File: src/design/pbus_pkg.sv
// peripheral bus shared widths, memory map, register offsets and encodings
package pbus_pkg;

    //////////////////////////////
    // bus widths
    //////////////////////////////
    localparam int unsigned PBUS_DATA_WIDTH     = 32;  // one word
    localparam int unsigned PBUS_ADDR_WIDTH     = 32;
    localparam int unsigned PBUS_REG_OFFS_WIDTH = 4;   // byte offset inside a window
    localparam int unsigned PBUS_WINDOW_BITS    = 12;  // 4 KiB per peripheral

    //////////////////////////////
    // interrupt vector
    //////////////////////////////
    localparam int unsigned PBUS_NUM_IRQ    = 4;
    localparam int unsigned PBUS_GPIOIN_IRQ = 0;
    localparam int unsigned PBUS_TIM0_IRQ   = 1;
    localparam int unsigned PBUS_TIM1_IRQ   = 2;
    // bit 3 reserved, tied low

    //////////////////////////////
    // memory map
    //////////////////////////////
    localparam logic [PBUS_ADDR_WIDTH-1:0] PBUS_GPIO_OUT_BASE = 32'h0000_0000;
    localparam logic [PBUS_ADDR_WIDTH-1:0] PBUS_GPIO_IN_BASE  = 32'h0000_1000;
    localparam logic [PBUS_ADDR_WIDTH-1:0] PBUS_TIM0_BASE     = 32'h0000_2000;
    localparam logic [PBUS_ADDR_WIDTH-1:0] PBUS_TIM1_BASE     = 32'h0000_3000;

    // register offsets
    localparam logic [PBUS_REG_OFFS_WIDTH-1:0] GPIO_DATA_OFFS       = 4'h0;
    localparam logic [PBUS_REG_OFFS_WIDTH-1:0] GPIO_IRQ_STATUS_OFFS = 4'h4;  // w1c
    localparam logic [PBUS_REG_OFFS_WIDTH-1:0] GPIO_IRQ_ENABLE_OFFS = 4'h8;
    localparam logic [PBUS_REG_OFFS_WIDTH-1:0] TIM_CTRL_OFFS        = 4'h0;
    localparam logic [PBUS_REG_OFFS_WIDTH-1:0] TIM_LOAD_OFFS        = 4'h4;
    localparam logic [PBUS_REG_OFFS_WIDTH-1:0] TIM_COUNT_OFFS       = 4'h8;  // read only
    localparam logic [PBUS_REG_OFFS_WIDTH-1:0] TIM_STATUS_OFFS      = 4'hC;  // w1c

    // timer ctrl fields
    localparam int unsigned TIM_CTRL_EN_BIT     = 0;
    localparam int unsigned TIM_CTRL_RELOAD_BIT = 1;
    localparam int unsigned TIM_CTRL_IRQ_EN_BIT = 2;

    //////////////////////////////
    // enums
    //////////////////////////////
    typedef enum logic [2:0] {
        SLV_GPIO_OUT,
        SLV_GPIO_IN,
        SLV_TIM0,
        SLV_TIM1,
        SLV_NONE     // unmapped, no strobe
    } pbus_slave_e;

    typedef enum logic [1:0] {
        RESP_OKAY   = 2'd0,
        RESP_SLVERR = 2'd2,
        RESP_DECERR = 2'd3
    } pbus_resp_e;

    typedef enum logic [1:0] {
        ST_IDLE,
        ST_BRESP,  // holding write response
        ST_RRESP   // holding read response
    } pbus_xbar_state_e;

endpackage : pbus_pkg

File: src/design/pbus_gpio_in.sv
// input gpio bank with two-flop synchronizer and change interrupt
`timescale 1ns/1ps

module pbus_gpio_in #(
    parameter int unsigned GPIO_IN_WIDTH = 8
)(
    input  logic                                     pbus_clock_i,
    input  logic                                     arst_n_i,
    input  logic                                     wr_i,
    input  logic [pbus_pkg::PBUS_REG_OFFS_WIDTH-1:0] offs_i,
    input  logic [pbus_pkg::PBUS_DATA_WIDTH-1:0]     wdata_i,
    output logic [pbus_pkg::PBUS_DATA_WIDTH-1:0]     rdata_o,
    input  logic [GPIO_IN_WIDTH-1:0]                 gpio_in_i,
    output logic                                     irq_o
);

    logic [GPIO_IN_WIDTH-1:0] sync1_q, sync2_q;  // sync2_q is DATA
    logic [GPIO_IN_WIDTH-1:0] prev_q;            // last synchronized value
    logic                     status_q, enable_q;
    logic                     changed;

    assign changed = (sync2_q != prev_q);

    //////////////////////////////
    // synchronizer and edge detect
    //////////////////////////////
    always_ff @(posedge pbus_clock_i or negedge arst_n_i) begin
        if (!arst_n_i) begin
            sync1_q <= '0;
            sync2_q <= '0;
            prev_q  <= '0;  // no false change after reset
        end else begin
            sync1_q <= gpio_in_i;
            sync2_q <= sync1_q;
            prev_q  <= sync2_q;
        end
    end

    //////////////////////////////
    // irq registers
    //////////////////////////////
    always_ff @(posedge pbus_clock_i or negedge arst_n_i) begin
        if (!arst_n_i) begin
            status_q <= 1'b0;
            enable_q <= 1'b0;
        end else begin
            // a new change beats a clear in the same cycle
            if (changed)
                status_q <= 1'b1;
            else if (wr_i && offs_i == pbus_pkg::GPIO_IRQ_STATUS_OFFS && wdata_i[0])
                status_q <= 1'b0;
            if (wr_i && offs_i == pbus_pkg::GPIO_IRQ_ENABLE_OFFS)
                enable_q <= wdata_i[0];
        end
    end

    always_comb begin
        rdata_o = '0;
        case (offs_i)
            pbus_pkg::GPIO_DATA_OFFS:       rdata_o[GPIO_IN_WIDTH-1:0] = sync2_q;
            pbus_pkg::GPIO_IRQ_STATUS_OFFS: rdata_o[0] = status_q;
            pbus_pkg::GPIO_IRQ_ENABLE_OFFS: rdata_o[0] = enable_q;
            default:                        rdata_o = '0;
        endcase
    end

    assign irq_o = status_q & enable_q;

endmodule : pbus_gpio_in

File: src/design/pbus_gpio_out.sv
// output gpio bank, one data register driving the pins
`timescale 1ns/1ps

module pbus_gpio_out #(
    parameter int unsigned GPIO_OUT_WIDTH = 8
)(
    input  logic                                     pbus_clock_i,
    input  logic                                     arst_n_i,
    input  logic                                     wr_i,
    input  logic [pbus_pkg::PBUS_REG_OFFS_WIDTH-1:0] offs_i,
    input  logic [pbus_pkg::PBUS_DATA_WIDTH-1:0]     wdata_i,
    output logic [pbus_pkg::PBUS_DATA_WIDTH-1:0]     rdata_o,
    output logic [GPIO_OUT_WIDTH-1:0]                gpio_out_o
);

    logic [GPIO_OUT_WIDTH-1:0] data_q;
    logic                      data_hit;

    assign data_hit = (offs_i == pbus_pkg::GPIO_DATA_OFFS);

    always_ff @(posedge pbus_clock_i or negedge arst_n_i) begin
        if (!arst_n_i) begin
            data_q <= '0;  // pins low out of reset
        end else if (wr_i && data_hit) begin
            data_q <= wdata_i[GPIO_OUT_WIDTH-1:0];  // upper bits dropped
        end
    end

    always_comb begin
        rdata_o = '0;
        if (data_hit) rdata_o[GPIO_OUT_WIDTH-1:0] = data_q;  // zero-extended
    end

    assign gpio_out_o = data_q;

endmodule : pbus_gpio_out

File: src/design/pbus_timer.sv
// down-counting timer with load, optional auto-reload and expiry interrupt
`timescale 1ns/1ps

module pbus_timer #(
    parameter int unsigned TIMER_WIDTH = 16
)(
    input  logic                                     pbus_clock_i,
    input  logic                                     arst_n_i,
    input  logic                                     wr_i,
    input  logic [pbus_pkg::PBUS_REG_OFFS_WIDTH-1:0] offs_i,
    input  logic [pbus_pkg::PBUS_DATA_WIDTH-1:0]     wdata_i,
    output logic [pbus_pkg::PBUS_DATA_WIDTH-1:0]     rdata_o,
    output logic                                     irq_o
);

    logic                   en_q, reload_q, irq_en_q;  // CTRL fields
    logic [TIMER_WIDTH-1:0] load_q, count_q;
    logic                   expired_q;
    logic                   expire;                     // enabled and at zero
    logic                   wr_ctrl, wr_load, wr_status;

    assign expire    = en_q && (count_q == '0);
    assign wr_ctrl   = wr_i && (offs_i == pbus_pkg::TIM_CTRL_OFFS);
    assign wr_load   = wr_i && (offs_i == pbus_pkg::TIM_LOAD_OFFS);
    assign wr_status = wr_i && (offs_i == pbus_pkg::TIM_STATUS_OFFS);

    //////////////////////////////
    // control and counter
    //////////////////////////////
    always_ff @(posedge pbus_clock_i or negedge arst_n_i) begin
        if (!arst_n_i) begin
            en_q      <= 1'b0;
            reload_q  <= 1'b0;
            irq_en_q  <= 1'b0;
            load_q    <= '0;
            count_q   <= '0;
            expired_q <= 1'b0;
        end else begin
            if (wr_ctrl) begin
                en_q     <= wdata_i[pbus_pkg::TIM_CTRL_EN_BIT];
                reload_q <= wdata_i[pbus_pkg::TIM_CTRL_RELOAD_BIT];
                irq_en_q <= wdata_i[pbus_pkg::TIM_CTRL_IRQ_EN_BIT];
            end else if (expire && !reload_q) begin
                en_q <= 1'b0;  // one-shot stops itself
            end

            if (wr_load) begin
                load_q  <= wdata_i[TIMER_WIDTH-1:0];
                count_q <= wdata_i[TIMER_WIDTH-1:0];  // load also restarts count
            end else if (expire) begin
                if (reload_q) count_q <= load_q;
            end else if (en_q) begin
                count_q <= count_q - 1'b1;
            end

            // expiry wins over a simultaneous clear
            if (expire)
                expired_q <= 1'b1;
            else if (wr_status && wdata_i[0])
                expired_q <= 1'b0;
        end
    end

    //////////////////////////////
    // readback
    //////////////////////////////
    always_comb begin
        rdata_o = '0;
        case (offs_i)
            pbus_pkg::TIM_CTRL_OFFS: begin
                rdata_o[pbus_pkg::TIM_CTRL_EN_BIT]     = en_q;
                rdata_o[pbus_pkg::TIM_CTRL_RELOAD_BIT] = reload_q;
                rdata_o[pbus_pkg::TIM_CTRL_IRQ_EN_BIT] = irq_en_q;
            end
            pbus_pkg::TIM_LOAD_OFFS:   rdata_o[TIMER_WIDTH-1:0] = load_q;
            pbus_pkg::TIM_COUNT_OFFS:  rdata_o[TIMER_WIDTH-1:0] = count_q;
            pbus_pkg::TIM_STATUS_OFFS: rdata_o[0] = expired_q;
            default:                   rdata_o = '0;
        endcase
    end

    assign irq_o = expired_q & irq_en_q;  // level until status cleared

endmodule : pbus_timer

File: src/design/pbus_xbar.sv
// axi-lite slave front end, decodes each access into one peripheral register strobe
`timescale 1ns/1ps

module pbus_xbar (
    input  logic                                     pbus_clock_i,
    input  logic                                     arst_n_i,
    // axi-lite slave
    input  logic [pbus_pkg::PBUS_ADDR_WIDTH-1:0]     s_awaddr_i,
    input  logic                                     s_awvalid_i,
    output logic                                     s_awready_o,
    input  logic [pbus_pkg::PBUS_DATA_WIDTH-1:0]     s_wdata_i,
    input  logic                                     s_wvalid_i,
    output logic                                     s_wready_o,
    output logic [1:0]                               s_bresp_o,
    output logic                                     s_bvalid_o,
    input  logic                                     s_bready_i,
    input  logic [pbus_pkg::PBUS_ADDR_WIDTH-1:0]     s_araddr_i,
    input  logic                                     s_arvalid_i,
    output logic                                     s_arready_o,
    output logic [pbus_pkg::PBUS_DATA_WIDTH-1:0]     s_rdata_o,
    output logic [1:0]                               s_rresp_o,
    output logic                                     s_rvalid_o,
    input  logic                                     s_rready_i,
    // register side
    output logic [pbus_pkg::PBUS_REG_OFFS_WIDTH-1:0] reg_offs_o,
    output logic [pbus_pkg::PBUS_DATA_WIDTH-1:0]     reg_wdata_o,
    output logic                                     gpio_out_wr_o,
    output logic                                     gpio_in_wr_o,
    output logic                                     tim0_wr_o,
    output logic                                     tim1_wr_o,
    input  logic [pbus_pkg::PBUS_DATA_WIDTH-1:0]     gpio_out_rdata_i,
    input  logic [pbus_pkg::PBUS_DATA_WIDTH-1:0]     gpio_in_rdata_i,
    input  logic [pbus_pkg::PBUS_DATA_WIDTH-1:0]     tim0_rdata_i,
    input  logic [pbus_pkg::PBUS_DATA_WIDTH-1:0]     tim1_rdata_i
);

    localparam int unsigned AW = pbus_pkg::PBUS_ADDR_WIDTH;
    localparam int unsigned WB = pbus_pkg::PBUS_WINDOW_BITS;

    pbus_pkg::pbus_xbar_state_e           state_q, state_d;
    pbus_pkg::pbus_slave_e                wr_slv, rd_slv;
    pbus_pkg::pbus_resp_e                 bresp_q, rresp_q;
    logic                                 wr_acc, rd_acc;
    logic [pbus_pkg::PBUS_DATA_WIDTH-1:0] rd_word, rdata_q;

    // window compare on the bits above the 4 KiB window
    function automatic pbus_pkg::pbus_slave_e decode_slave(input logic [AW-1:0] addr);
        logic [AW-1:WB] win;
        win = addr[AW-1:WB];
        if (win == pbus_pkg::PBUS_GPIO_OUT_BASE[AW-1:WB]) return pbus_pkg::SLV_GPIO_OUT;
        if (win == pbus_pkg::PBUS_GPIO_IN_BASE[AW-1:WB])  return pbus_pkg::SLV_GPIO_IN;
        if (win == pbus_pkg::PBUS_TIM0_BASE[AW-1:WB])     return pbus_pkg::SLV_TIM0;
        if (win == pbus_pkg::PBUS_TIM1_BASE[AW-1:WB])     return pbus_pkg::SLV_TIM1;
        return pbus_pkg::SLV_NONE;  // 0x4000 and above
    endfunction

    //////////////////////////////
    // handshake and strobes
    //////////////////////////////
    // write wins when aw and w arrive together
    assign wr_acc = (state_q == pbus_pkg::ST_IDLE) && s_awvalid_i && s_wvalid_i;
    assign rd_acc = (state_q == pbus_pkg::ST_IDLE) && s_arvalid_i && !(s_awvalid_i && s_wvalid_i);

    assign s_awready_o = wr_acc;
    assign s_wready_o  = wr_acc;  // aw and w taken in the same cycle
    assign s_arready_o = rd_acc;

    assign wr_slv = decode_slave(s_awaddr_i);
    assign rd_slv = decode_slave(s_araddr_i);

    assign reg_offs_o  = wr_acc ? s_awaddr_i[pbus_pkg::PBUS_REG_OFFS_WIDTH-1:0]
                                : s_araddr_i[pbus_pkg::PBUS_REG_OFFS_WIDTH-1:0];
    assign reg_wdata_o = s_wdata_i;

    assign gpio_out_wr_o = wr_acc && (wr_slv == pbus_pkg::SLV_GPIO_OUT);  // one pulse per accept
    assign gpio_in_wr_o  = wr_acc && (wr_slv == pbus_pkg::SLV_GPIO_IN);
    assign tim0_wr_o     = wr_acc && (wr_slv == pbus_pkg::SLV_TIM0);
    assign tim1_wr_o     = wr_acc && (wr_slv == pbus_pkg::SLV_TIM1);

    // read word select, peripherals answer combinationally
    always_comb begin
        case (rd_slv)
            pbus_pkg::SLV_GPIO_OUT: rd_word = gpio_out_rdata_i;
            pbus_pkg::SLV_GPIO_IN:  rd_word = gpio_in_rdata_i;
            pbus_pkg::SLV_TIM0:     rd_word = tim0_rdata_i;
            pbus_pkg::SLV_TIM1:     rd_word = tim1_rdata_i;
            default:                rd_word = '0;  // decerr reads zero
        endcase
    end

    //////////////////////////////
    // fsm
    //////////////////////////////
    always_comb begin
        state_d = state_q;
        case (state_q)
            pbus_pkg::ST_IDLE: begin
                if (wr_acc)      state_d = pbus_pkg::ST_BRESP;
                else if (rd_acc) state_d = pbus_pkg::ST_RRESP;
            end
            pbus_pkg::ST_BRESP: if (s_bready_i) state_d = pbus_pkg::ST_IDLE;
            pbus_pkg::ST_RRESP: if (s_rready_i) state_d = pbus_pkg::ST_IDLE;
            default:            state_d = pbus_pkg::ST_IDLE;
        endcase
    end

    always_ff @(posedge pbus_clock_i or negedge arst_n_i) begin
        if (!arst_n_i) state_q <= pbus_pkg::ST_IDLE;
        else           state_q <= state_d;
    end

    // response payload, captured on accept and held under back-pressure
    always_ff @(posedge pbus_clock_i) begin
        if (wr_acc) begin
            bresp_q <= (wr_slv == pbus_pkg::SLV_NONE) ? pbus_pkg::RESP_DECERR
                                                      : pbus_pkg::RESP_OKAY;
        end
        if (rd_acc) begin
            rresp_q <= (rd_slv == pbus_pkg::SLV_NONE) ? pbus_pkg::RESP_DECERR
                                                      : pbus_pkg::RESP_OKAY;
            rdata_q <= rd_word;
        end
    end

    assign s_bvalid_o = (state_q == pbus_pkg::ST_BRESP);  // one cycle after accept
    assign s_rvalid_o = (state_q == pbus_pkg::ST_RRESP);
    assign s_bresp_o  = bresp_q;
    assign s_rresp_o  = rresp_q;
    assign s_rdata_o  = rdata_q;

endmodule : pbus_xbar

File: src/design/peripheral_bus.sv
// peripheral bus top, crossbar plus gpio and timer peripherals with irq vector
`timescale 1ns/1ps

module peripheral_bus #(
    parameter int unsigned GPIO_OUT_WIDTH = 8,
    parameter int unsigned GPIO_IN_WIDTH  = 8,
    parameter int unsigned TIMER_WIDTH    = 16
)(
    input  logic                                 pbus_clock_i,
    input  logic                                 arst_n_i,
    // axi-lite slave from the main interconnect
    input  logic [pbus_pkg::PBUS_ADDR_WIDTH-1:0] s_awaddr_i,
    input  logic                                 s_awvalid_i,
    output logic                                 s_awready_o,
    input  logic [pbus_pkg::PBUS_DATA_WIDTH-1:0] s_wdata_i,
    input  logic                                 s_wvalid_i,
    output logic                                 s_wready_o,
    output logic [1:0]                           s_bresp_o,
    output logic                                 s_bvalid_o,
    input  logic                                 s_bready_i,
    input  logic [pbus_pkg::PBUS_ADDR_WIDTH-1:0] s_araddr_i,
    input  logic                                 s_arvalid_i,
    output logic                                 s_arready_o,
    output logic [pbus_pkg::PBUS_DATA_WIDTH-1:0] s_rdata_o,
    output logic [1:0]                           s_rresp_o,
    output logic                                 s_rvalid_o,
    input  logic                                 s_rready_i,
    // pins
    input  logic [GPIO_IN_WIDTH-1:0]             gpio_in_i,
    output logic [GPIO_OUT_WIDTH-1:0]            gpio_out_o,
    output logic [pbus_pkg::PBUS_NUM_IRQ-1:0]    int_o
);

    logic [pbus_pkg::PBUS_REG_OFFS_WIDTH-1:0] reg_offs;
    logic [pbus_pkg::PBUS_DATA_WIDTH-1:0]     reg_wdata;
    logic gpio_out_wr, gpio_in_wr, tim0_wr, tim1_wr;
    logic [pbus_pkg::PBUS_DATA_WIDTH-1:0]     gpio_out_rdata, gpio_in_rdata;
    logic [pbus_pkg::PBUS_DATA_WIDTH-1:0]     tim0_rdata, tim1_rdata;
    logic gpio_in_int, tim0_int, tim1_int;

    //////////////////////////////
    // crossbar
    //////////////////////////////
    pbus_xbar xbar_u (
        .pbus_clock_i, .arst_n_i,
        .s_awaddr_i, .s_awvalid_i, .s_awready_o,
        .s_wdata_i, .s_wvalid_i, .s_wready_o,
        .s_bresp_o, .s_bvalid_o, .s_bready_i,
        .s_araddr_i, .s_arvalid_i, .s_arready_o,
        .s_rdata_o, .s_rresp_o, .s_rvalid_o, .s_rready_i,
        .reg_offs_o       ( reg_offs       ),
        .reg_wdata_o      ( reg_wdata      ),
        .gpio_out_wr_o    ( gpio_out_wr    ),
        .gpio_in_wr_o     ( gpio_in_wr     ),
        .tim0_wr_o        ( tim0_wr        ),
        .tim1_wr_o        ( tim1_wr        ),
        .gpio_out_rdata_i ( gpio_out_rdata ),
        .gpio_in_rdata_i  ( gpio_in_rdata  ),
        .tim0_rdata_i     ( tim0_rdata     ),
        .tim1_rdata_i     ( tim1_rdata     )
    );

    //////////////////////////////
    // peripherals
    //////////////////////////////
    pbus_gpio_out #(.GPIO_OUT_WIDTH(GPIO_OUT_WIDTH)) gpio_out_u (
        .pbus_clock_i, .arst_n_i,
        .wr_i (gpio_out_wr), .offs_i (reg_offs), .wdata_i (reg_wdata),
        .rdata_o (gpio_out_rdata), .gpio_out_o
    );

    pbus_gpio_in #(.GPIO_IN_WIDTH(GPIO_IN_WIDTH)) gpio_in_u (
        .pbus_clock_i, .arst_n_i,
        .wr_i (gpio_in_wr), .offs_i (reg_offs), .wdata_i (reg_wdata),
        .rdata_o (gpio_in_rdata), .gpio_in_i, .irq_o (gpio_in_int)
    );

    pbus_timer #(.TIMER_WIDTH(TIMER_WIDTH)) tim0_u (
        .pbus_clock_i, .arst_n_i,
        .wr_i (tim0_wr), .offs_i (reg_offs), .wdata_i (reg_wdata),
        .rdata_o (tim0_rdata), .irq_o (tim0_int)
    );

    pbus_timer #(.TIMER_WIDTH(TIMER_WIDTH)) tim1_u (
        .pbus_clock_i, .arst_n_i,
        .wr_i (tim1_wr), .offs_i (reg_offs), .wdata_i (reg_wdata),
        .rdata_o (tim1_rdata), .irq_o (tim1_int)
    );

    // interrupt vector, fixed positions
    assign int_o[pbus_pkg::PBUS_GPIOIN_IRQ]  = gpio_in_int;
    assign int_o[pbus_pkg::PBUS_TIM0_IRQ]    = tim0_int;
    assign int_o[pbus_pkg::PBUS_TIM1_IRQ]    = tim1_int;
    assign int_o[pbus_pkg::PBUS_NUM_IRQ-1]   = 1'b0;  // reserved, former uart slot

endmodule : peripheral_bus

File: config.mk
export PLATFORM = sky130hd
export DESIGN_NAME = peripheral_bus
export DESIGN_NICKNAME = d
export VERILOG_FILES = /design/src/design/pbus_pkg.sv /design/src/design/pbus_gpio_in.sv /design/src/design/pbus_gpio_out.sv /design/src/design/pbus_timer.sv /design/src/design/pbus_xbar.sv /design/src/design/peripheral_bus.sv
export SDC_FILE = /design/constraint.sdc
export NUM_CORES = 1
export LEC_CHECK = 0
export BUFFER_PORTS_ARGS = -buffer_cell sky130_fd_sc_hd__buf_4
export CORE_MARGIN = 4
export CORE_UTILIZATION = 40
export CTS_CLUSTER_DIAMETER = 30
export CTS_CLUSTER_SIZE = 8
export DETAILED_ROUTE_END_ITERATION = 7
export PLACE_DENSITY = 0.71
export SYNTH_ARGS = -nofsm -noshare
export SYNTH_HDL_FRONTEND = slang
export SYNTH_SLANG_ARGS = --single-unit
File: constraint.sdc
create_clock -name pbus_clock_i -period 2.9 [get_ports pbus_clock_i]
set_input_delay 0.145 -clock pbus_clock_i [delete_from_list [all_inputs] [get_ports pbus_clock_i]]
set_output_delay 0.145 -clock pbus_clock_i [all_outputs]
set_load 0.005 [all_outputs]
==> results.json, run 1 <==
{
  "ys_ff_latch": 126,
  "finClkSkew_ns": 0.00856,
  "synth_area_leaders": "dfrtp_1, edfxtp_1, nand2_1, mux2_2, buf_4",
  "drive_gt1_frac": 0.254,
  "synth_cell_types": 71,
  "antenna_found_initial": 0,
  "status": "complete, no violations",
  "cts_buffer_depth": 2,
  "clock-sinks": 126,
  "min_from": "s_wdata_i[3]",
  "core_area_um2": 16100,
  "netSwitchingFraction": 0.258,
  "post-route-period-util": 0.939,
  "crit_arrival_ns": 2.87,
  "peakVddDrop_mv": 0.404,
  "synthArstFlopShare": 0.857,
  "vias": 5877,
  "netlist_area_um2": 6680,
  "cts_root_buf": "clkbuf_16",
  "required_ns": 3.05,
  "grt_pass1_vias": 5927,
  "combinationalPowerShare": 0.089,
  "io_buffers": 114,
  "chipHeight_um": 137,
  "multiInputGateArea_um2": 3100,
  "finalSetupTns_ns": 0,
  "min_to": "tim0_u.count_q[3]$_DFFE_PN0P_",
  "grt_overflow": 0,
  "critPathSlowestCell": "a2111oi_1",
  "clkTransAtPathRegs_ns": 0.06,
  "power_density_nw_per_um2": 497,
  "whs_path_depth": 3,
  "fp-row-count": 46,
  "hold_violations": 0,
  "hpwl_um": 14000,
  "yosys.area.top_type_share": 0.405,
  "min_path_type": "primary input to flip-flop",
  "crit_path_start_kind": "flip-flop",
  "reg2reg_from": "xbar_u.state_q[0]$_DFFE_PN0P_",
  "fmax_mhz": 367,
  "end_kind": "flip-flop",
  "diodes": 0,
  "cp_top_family": "compound AO/OA/AOI/OAI gates",
  "totalWireLength_um": 19400,
  "cts_tree": "yes",
  "synth_ff_type": "dfrtp_1",
  "clock_power_share": 0.471,
  "grt_usage": 0.216,
  "yosysSeqAreaShare": 0.486,
  "mostFrequentLayoutCells": "buf_4, nand2_1, dfrtp_1, nor2_1, o21ai_0",
  "syn_to_final_growth_pct": 27.7,
  "finalCriticalPeriod_ns": 2.72,
  "ios": 164,
  "ys_warn_count": 0,
  "stdcell_count": 1051,
  "p_int_w": 0.00315,
  "max_slew.worst_pin.slew_ns": 0.767,
  "path_buf_inv": 2,
  "synth_largest_area_cell": "dfrtp_1",
  "drt_pass1_iterations": 7,
  "place_inst": 994,
  "initial_core_util": 0.414,
  "setup_viol": 0,
  "worstPathMaxFanout": 7,
  "wl_per_cell_um": 18.5,
  "cts-htree-levels": 4,
  "rsz0062_at_grt": "false",
  "slew_violations": 0,
  "cts_buffers": 17,
  "max-slew-margin-rel": 0.488,
  "power_switching_w": 0.00109,
  "pwr-share-seq": 0.439,
  "ff2ff_path_depth": 8,
  "worstSetupPathType": "flip-flop to flip-flop",
  "rr_endpoint": "xbar_u.s_rdata_o[0]$_DFFE_PP_",
  "nets": 935,
  "synthCells": 676,
  "ant_nets": 0,
  "dieArea_um2": 18800,
  "final_common_cell": "buf_4",
  "drc": 0,
  "die_w_um": 137,
  "power_leakage_nw": 3.73,
  "viasPerCell": 5.59,
  "grt_pass1_wl_um": 31300,
  "num-fill-cells": 1457,
  "regArea_um2": 3240,
  "drt_iter0_markers": 591,
  "place.gp.congestion": 0.901,
  "slowest_delay_ns": 0.51,
  "crit_chain": "nand4bb_2 > buf_4 > inv_1 > nor4_1 > a41oi_1 > nor2b_1 > a2111oi_1 > o32ai_1",
  "rrSetupSlack_ns": 0.18,
  "avgSynthCellArea_um2": 9.88,
  "cap_violations": 0,
  "grt_max_degree": 67,
  "clk_latency_ns": 0.43,
  "hold_slack_ns": 0.0189,
  "synth_edf_count": 18
}
power groups by stage:
stage          combinational, W  clock [W]  sequential, W
6_report               0.000379    0.00200        0.00186
5_1_grt                0.000413    0.00210        0.00187
4_1_cts                0.000377    0.00203        0.00186
3_5_place_dp           0.000348          0        0.00190
3_3_place_gp           0.000345          0        0.00189
2_1_floorplan          0.000139          0        0.00189
cells in the mapped netlist (10+ instances only):
cell type and number:
inv_1 20, nor4_1 13, a21oi_1 19, o21ai_0 30, nand2_1 122, edfxtp_1 18, o22ai_1 18, mux2_2 25
o211ai_1 10, a22oi_1 22, nor3_1 12, mux2i_1 11, buf_4 25, o21a_1 11, clkbuf_1 12, nand3_1 22
dfrtp_1 108, nor2_1 36
cells by family after synthesis:
| kind of cell | Yosys count | synth area share |
|---|---|---|
| fa+ha+maj | 2 | 0.00375 |
| compound gates | 167 | 0.179 |
| xor+xnor | 12 | 0.0157 |
| simple gates | 259 | 0.190 |
| buf+inv | 71 | 0.0602 |
| flops | 126 | 0.486 |
| mux | 38 | 0.0654 |
| other cells | 1 | 0.000562 |
worst min-delay path: cells and delay by family:
| kind | cells | cell delay, ns |
|---|---|---|
| buf+inv | 1 | 0.13 |
| compound gates | 1 | 0.07 |
| simple gates | 1 | 0.06 |
per-stage QoR:
| step | instance area [um^2] | total power [W] | worst slack (ns) | utilization |
|---|---|---|---|---|
| 3_3_place_gp | 7720 | 0.00224 | 0.157 | 0.479 |
| 4_1_cts | 8520 | 0.00427 | 0.0805 | 0.529 |
| 2_1_floorplan | 6740 | 0.00203 | 0.699 | - |
| 5_1_grt | 8520 | 0.00438 | 0.00800 | 0.529 |
| 3_5_place_dp | 7720 | 0.00224 | 0.109 | 0.479 |
| 6_report | 8520 | 0.00424 | 0.176 | 0.529 |
layout make-up:
class | instances | area share
Tap cell | 216 | 0.0317
Inverter | 21 | 0.00925
Clock inverter | 15 | 0.0142
Timing Repair Buffer | 161 | 0.151
Multi-Input combinational cell | 495 | 0.364
Sequential cell | 126 | 0.380
Clock buffer | 17 | 0.0499
what timing repair did:
item | 4_1_cts | 5_1_grt
resized for setup | 0 | 2
buffers inserted | 0 | 0
endpoints found under the hold margin | 90 | 0
hold buffers | 25 | 0
endpoints found under the setup margin | 0 | 19
state kept, by name, indices dropped and copies added (netlist names), 2 cells and up:
signal,count
gpio_in_u.prev_q,8
gpio_in_u.sync1_q,8
gpio_in_u.sync2_q,8
gpio_out_u.gpio_out_o,8
tim0_u.count_q,16
tim0_u.load_q,16
tim1_u.count_q,16
tim1_u.load_q,16
xbar_u.s_rdata_o,16
xbar_u.state_q,2
worst max path at each step:
stage | start | to | slack (ns) | cells after the start
5_1_grt | xbar_u.state_q[0]$_DFFE_PN0P_ | xbar_u.s_rdata_o[0]$_DFFE_PP_ | 0.008 | 8
3_5_place_dp | xbar_u.state_q[0]$_DFFE_PN0P_ | xbar_u.s_rdata_o[0]$_DFFE_PP_ | 0.11 | 8
4_1_cts | xbar_u.state_q[0]$_DFFE_PN0P_ | xbar_u.s_rdata_o[0]$_DFFE_PP_ | 0.08 | 8
6_report | xbar_u.state_q[0]$_DFFE_PN0P_ | xbar_u.s_rdata_o[0]$_DFFE_PP_ | 0.18 | 8
3_3_place_gp | xbar_u.state_q[0]$_DFFE_PN0P_ | tim1_u.load_q[13]$_DFFE_PN0P_ | 0.16 | 8
2_1_floorplan | xbar_u.state_q[0]$_DFFE_PN0P_ | xbar_u.s_rdata_o[1]$_DFFE_PP_ | 0.70 | 8
routing by layer:
| layer | up-vias | share of wire | GRT usage | wire [um] |
|---|---|---|---|---|
| li1 | 2742 | - | - | - |
| met1 | 2865 | 0.42 | 0.282 | 8240 |
| met2 | 232 | 0.49 | 0.342 | 9430 |
| met3 | 38 | 0.063 | 0.0504 | 1230 |
| met4 | 0 | 0.027 | 0.0976 | 523 |
| met5 | - | 0 | 0 | 0 |
Power figures use the tool's default switching activity.
==> inputs of run 2 (changes only) <==
- SETUP_SLACK_MARGIN: unset -> 0.4
==> results.json, run 2 (synthesis gave the netlist of run 1 again) <==
{
  "drive_gt1_frac": 0.275,
  "dieArea_um2": 18800,
  "initial_core_util": 0.414,
  "path_buf_inv": 0,
  "crit_arrival_ns": 2.59,
  "rsz0062_at_grt": "true",
  "worstSetupPathType": "flip-flop to flip-flop",
  "end_kind": "flip-flop",
  "slew_violations": 0,
  "cp_top_family": "simple AND/OR/NAND/NOR gates",
  "grt_pass1_wl_um": 31400,
  "max-slew-margin-rel": 0.593,
  "wl_per_cell_um": 18.4,
  "cts-htree-levels": 4,
  "die_w_um": 137,
  "grt_max_degree": 67,
  "totalWireLength_um": 19600,
  "diodes": 0,
  "viasPerCell": 5.59,
  "ios": 164,
  "reg2reg_from": "xbar_u.state_q[1]$_DFFE_PN0P_",
  "mostFrequentLayoutCells": "buf_4, nand2_1, dfrtp_1, nor2_1, o21ai_0",
  "peakVddDrop_mv": 0.398,
  "fmax_mhz": 414,
  "pre_cts_slack_ns": 0.109,
  "finalSetupTns_ns": 0,
  "multiInputGateArea_um2": 3150,
  "finClkSkew_ns": 0.00969,
  "min_from": "s_wdata_i[3]",
  "whs_path_depth": 3,
  "drc": 0,
  "drt_pass1_iterations": 5,
  "final_area_um2": 8670,
  "cap_violations": 0,
  "min_path_type": "primary input to flip-flop",
  "grt_usage": 0.216,
  "ant_nets": 0,
  "vias": 5944,
  "slowest_delay_ns": 0.42,
  "clock-sinks": 126,
  "status": "complete, no violations",
  "max_slew.worst_pin.slew_ns": 0.609,
  "min_to": "tim0_u.count_q[3]$_DFFE_PN0P_",
  "cts_buffer_depth": 2,
  "clkTransAtPathRegs_ns": 0.06,
  "crit_chain": "nand4bb_4 > mux2i_4 > and2b_2 > a222oi_1 > nor2_1 > a211o_1",
  "place.gp.congestion": 0.901,
  "clk_latency_ns": 0.42,
  "crit_path_start_kind": "flip-flop",
  "antenna_found_initial": 0,
  "num-fill-cells": 1433,
  "post-route-period-util": 0.833,
  "worstPathMaxFanout": 7,
  "setup_viol": 0,
  "final_common_cell": "buf_4",
  "ff2ff_path_depth": 6,
  "rrSetupSlack_ns": 0.48,
  "finalCriticalPeriod_ns": 2.42,
  "grt_pass1_vias": 5921,
  "cts_buffers": 17,
  "critPathSlowestCell": "a222oi_1",
  "grt_overflow": 0,
  "regArea_um2": 3240,
  "rr_endpoint": "xbar_u.s_rdata_o[2]$_DFFE_PP_",
  "hpwl_um": 14000,
  "cts_root_buf": "clkbuf_16",
  "required_ns": 3.08,
  "power_leakage_nw": 3.78,
  "power_density_nw_per_um2": 491,
  "nets": 947,
  "dpl_cell_area_um2": 7720,
  "syn_to_final_growth_pct": 29.9,
  "hold_violations": 0,
  "finalWorstSetupSlack_ns": 0.485,
  "core_area_um2": 16100,
  "cts_tree": "yes",
  "drt_iter0_markers": 649,
  "io_buffers": 114,
  "fp-row-count": 46,
  "chipHeight_um": 137
}
-- run 2: final cells by class --
| class | count | share of cell area |
|---|---|---|
| tap | 216 | 0.0312 |
| timing repair buffer | 173 | 0.159 |
| clock buffer | 17 | 0.0490 |
| clock inverter | 15 | 0.0140 |
| inverter | 21 | 0.00952 |
| multi-input combinational | 495 | 0.364 |
| sequential | 126 | 0.374 |
-- run 2: what timing repair did --
item / 4_1_cts / 5_1_grt
gates resized for setup: 6 / 9
setup buffers: 0 / 12
pin swaps: 0 / 7
hold endpoints to repair: 90 / 0
hold buffers: 25 / 0
gates cloned: 0 / 0
endpoints found under the setup margin: 78 / 43
-- run 2: through the flow --
stage / std cells / hold WS, ns / total power [W] / util
after global routing: 1063 / 0.0286 / 0.00441 / 0.538
after CTS: 1051 / 0.00252 / 0.00428 / 0.531
final: 1063 / 0.0216 / 0.00426 / 0.538
after detailed placement: 994 / 0.175 / 0.00224 / 0.479
after floorplan: 692 / -0.151 / 0.00203 / -
after global placement: 994 / 0.173 / 0.00224 / 0.479
-- run 2: how the worst max path moves through the flow --
stage | start | endpoint | slack (ns) | cells past startpoint
2_1_floorplan | xbar_u.state_q[0]$_DFFE_PN0P_ | xbar_u.s_rdata_o[1]$_DFFE_PP_ | 0.70 | 8
3_3_place_gp | xbar_u.state_q[0]$_DFFE_PN0P_ | tim1_u.load_q[13]$_DFFE_PN0P_ | 0.16 | 8
3_5_place_dp | xbar_u.state_q[0]$_DFFE_PN0P_ | xbar_u.s_rdata_o[0]$_DFFE_PP_ | 0.11 | 8
4_1_cts | xbar_u.state_q[0]$_DFFE_PN0P_ | xbar_u.s_rdata_o[9]$_DFFE_PP_ | 0.42 | 7
5_1_grt | tim0_u.count_q[0]$_DFFE_PN0P_ | tim0_u.count_q[1]$_DFFE_PN0P_ | 0.35 | 8
6_report | xbar_u.state_q[1]$_DFFE_PN0P_ | xbar_u.s_rdata_o[2]$_DFFE_PP_ | 0.48 | 6
-- run 2: metal layers --
layer | GRT usage | vias up | routed length [um] | share of wire
met5 | 0 | - | 0 | 0
met4 | 0.0892 | 0 | 505 | 0.026
met3 | 0.0559 | 43 | 1370 | 0.070
met2 | 0.344 | 233 | 9540 | 0.49
met1 | 0.281 | 2899 | 8160 | 0.42
li1 | - | 2769 | - | -
-- run 2: worst register-to-register path: cells and delay by family (launching register included) --
| family | cells | cell delay [ns] |
|---|---|---|
| and+or+nand+nor | 3 | 0.75 |
| AOI/OAI and AO/OA | 2 | 0.66 |
| muxes | 1 | 0.36 |
| DFF | 1 | 0.40 |
-- run 2: report_power, final --
| group | switching (W) | leakage [nW] | internal, W | total (W) |
|---|---|---|---|---|
| sequential | 0.0000216 | 1.45 | 0.00184 | 0.00186 |
| combinational | 0.000199 | 2.05 | 0.000205 | 0.000404 |
| clock | 0.000875 | 0.279 | 0.00112 | 0.00199 |
| total | 0.00110 | 3.78 | 0.00317 | 0.00426 |
==> inputs of run 3 (changes only) <==
- clock period: 2.9 -> 2.35 ns (I/O delays scaled with it)
==> results.json, run 3 (synthesis gave the netlist of run 1 again) <==
{
  "cts_tree": "yes",
  "power_w": 0.00569,
  "power_switching_w": 0.00134,
  "rrSetupSlack_ns": 0.06,
  "power_leakage_nw": 4.82,
  "initial_core_util": 0.414,
  "combinationalPowerShare": 0.108,
  "crit_chain": "nand4bb_1 > buf_6 > mux2i_4 > buf_12 > nor2_4 > buf_6 > buf_6 > nand3_4 > buf_6 > buf_12 > buf_16 > nand2_4 > nand2_2",
  "crit_path_start_kind": "flip-flop",
  "fmax_mhz": 437,
  "end_kind": "flip-flop",
  "fin_util": 0.673,
  "clkTransAtPathRegs_ns": 0.06,
  "syn_to_final_growth_pct": 62.4,
  "cts_buffer_depth": 2,
  "pwr-share-seq": 0.404,
  "drt_iter0_markers": 1032,
  "grt_pass1_vias": 6752,
  "cts-htree-levels": 4,
  "max_slew.worst_pin.slew_ns": 0.535,
  "critPathSlowestCell": "dfrtp_1",
  "hold_violations": 0,
  "required_ns": 2.67,
  "dpl_cell_area_um2": 8050,
  "place.gp.congestion": 0.952,
  "clk_latency_ns": 0.43,
  "finClkSkew_ns": 0.00752,
  "num-fill-cells": 1041,
  "rsz0062_at_grt": "true",
  "slew_violations": 0,
  "peakVddDrop_mv": 0.491,
  "mostFrequentLayoutCells": "buf_4, dfrtp_1, nand2_1, buf_6, nand2_2",
  "max-slew-margin-rel": 0.643,
  "finalCriticalPeriod_ns": 2.29,
  "worstSetupPathType": "flip-flop to flip-flop",
  "cap_violations": 0,
  "grt_max_degree": 51,
  "min_from": "s_wdata_i[0]",
  "cpMostUsedCell": "buf_6",
  "ff2ff_path_depth": 13,
  "drc": 0,
  "vias": 7141,
  "rr_endpoint": "tim1_u.load_q[7]$_DFFE_PN0P_",
  "ant_nets": 0,
  "viasPerCell": 6.17,
  "chipHeight_um": 137,
  "hpwl_um": 14600,
  "totalWireLength_um": 27600,
  "worstPathMaxFanout": 7,
  "grt_overflow": 0,
  "cts_buffers": 17,
  "whs_path_depth": 3,
  "grt_usage": 0.263,
  "multiInputGateArea_um2": 4060,
  "wl_per_cell_um": 23.8,
  "final_common_cell": "buf_4",
  "core_area_um2": 16100,
  "fp-row-count": 46,
  "grt_pass1_wl_um": 37600,
  "drt_pass1_iterations": 8,
  "clock-sinks": 126,
  "antenna_found_initial": 0,
  "diodes": 0,
  "min_path_type": "primary input to flip-flop",
  "cts_root_buf": "clkbuf_16",
  "p_int_w": 0.00436,
  "power_density_nw_per_um2": 525,
  "final_area_um2": 10800,
  "dieArea_um2": 18800,
  "nets": 1044,
  "slowest_delay_ns": 0.37,
  "ios": 164,
  "status": "complete, no violations",
  "drive_gt1_frac": 0.507,
  "io_buffers": 114,
  "clock_power_share": 0.488,
  "setup_viol": 0,
  "post-route-period-util": 0.973,
  "min_to": "tim1_u.load_q[0]$_DFFE_PN0P_",
  "crit_arrival_ns": 2.61,
  "regArea_um2": 3250,
  "die_w_um": 137,
  "reg2reg_from": "xbar_u.state_q[0]$_DFFE_PN0P_",
  "netSwitchingFraction": 0.235
}
[run 3: layer usage]
layer,track usage,up-vias,share of wire
li1,-,2964,-
met1,0.318,3477,0.34
met2,0.442,528,0.49
met3,0.0698,172,0.098
met4,0.119,0,0.069
met5,0,-,0
[run 3: critical path: cells and delay by family, from the launching register on]
kind | cells | cell delay, ns
buf+inv | 7 | 0.95
simple gates | 5 | 0.64
flops | 1 | 0.37
mux | 1 | 0.20
[run 3: worst max-delay path by stage]
stage	start	end	slack [ns]	cells past startpoint
after floorplan	xbar_u.state_q[1]$_DFFE_PN0P_	xbar_u.s_rdata_o[1]$_DFFE_PP_	0.22	8
after global placement	xbar_u.state_q[1]$_DFFE_PN0P_	xbar_u.s_rdata_o[0]$_DFFE_PP_	-0.04	7
after detailed placement	xbar_u.state_q[1]$_DFFE_PN0P_	xbar_u.s_rdata_o[0]$_DFFE_PP_	-0.04	7
after CTS	xbar_u.state_q[0]$_DFFE_PN0P_	xbar_u.s_rdata_o[2]$_DFFE_PP_	0.15	9
after global routing	xbar_u.state_q[0]$_DFFE_PN0P_	tim1_u.load_q[7]$_DFFE_PN0P_	0.007	13
final	xbar_u.state_q[0]$_DFFE_PN0P_	tim1_u.load_q[7]$_DFFE_PN0P_	0.06	13
[run 3: power groups by stage]
stage                     clock network, W  logic, W  registers, W
after floorplan                          0  0.000174       0.00234
after global placement                   0  0.000430       0.00234
after detailed placement                 0  0.000438       0.00234
after CTS                          0.00278  0.000555       0.00230
after global routing               0.00288  0.000653       0.00230
final                              0.00278  0.000616       0.00230
[run 3: metrics by stage]
stage | instances | TNS (ns) | hold slack (ns) | setup slack (ns)
5_1_grt | 1158 | 0 | 0.0516 | 0.00740
6_report | 1158 | 0 | 0.0565 | 0.0636
4_1_cts | 1134 | 0 | 0.0186 | 0.149
3_3_place_gp | 1027 | -0.0370 | 0.0946 | -0.0370
2_1_floorplan | 692 | 0 | -0.178 | 0.222
3_5_place_dp | 1027 | -0.0831 | 0.0957 | -0.0439
[run 3: cell type report]
type,instances,area share
clock buffers,21,0.0444
clock inverters,9,0.0122
inverters,21,0.00762
multi-input cells,495,0.374
flip-flops and latches,126,0.300
well taps,216,0.0249
repair buffers,270,0.237
[run 3: repair_timing]
action                                  CTS  global route
pin swaps                                76            67
buffers inserted                         40            21
endpoints found under the hold margin    88             0
endpoints found under the setup margin   94            97
gates resized for setup                 183           115
cloned                                   11             3
hold buffers                             26             0
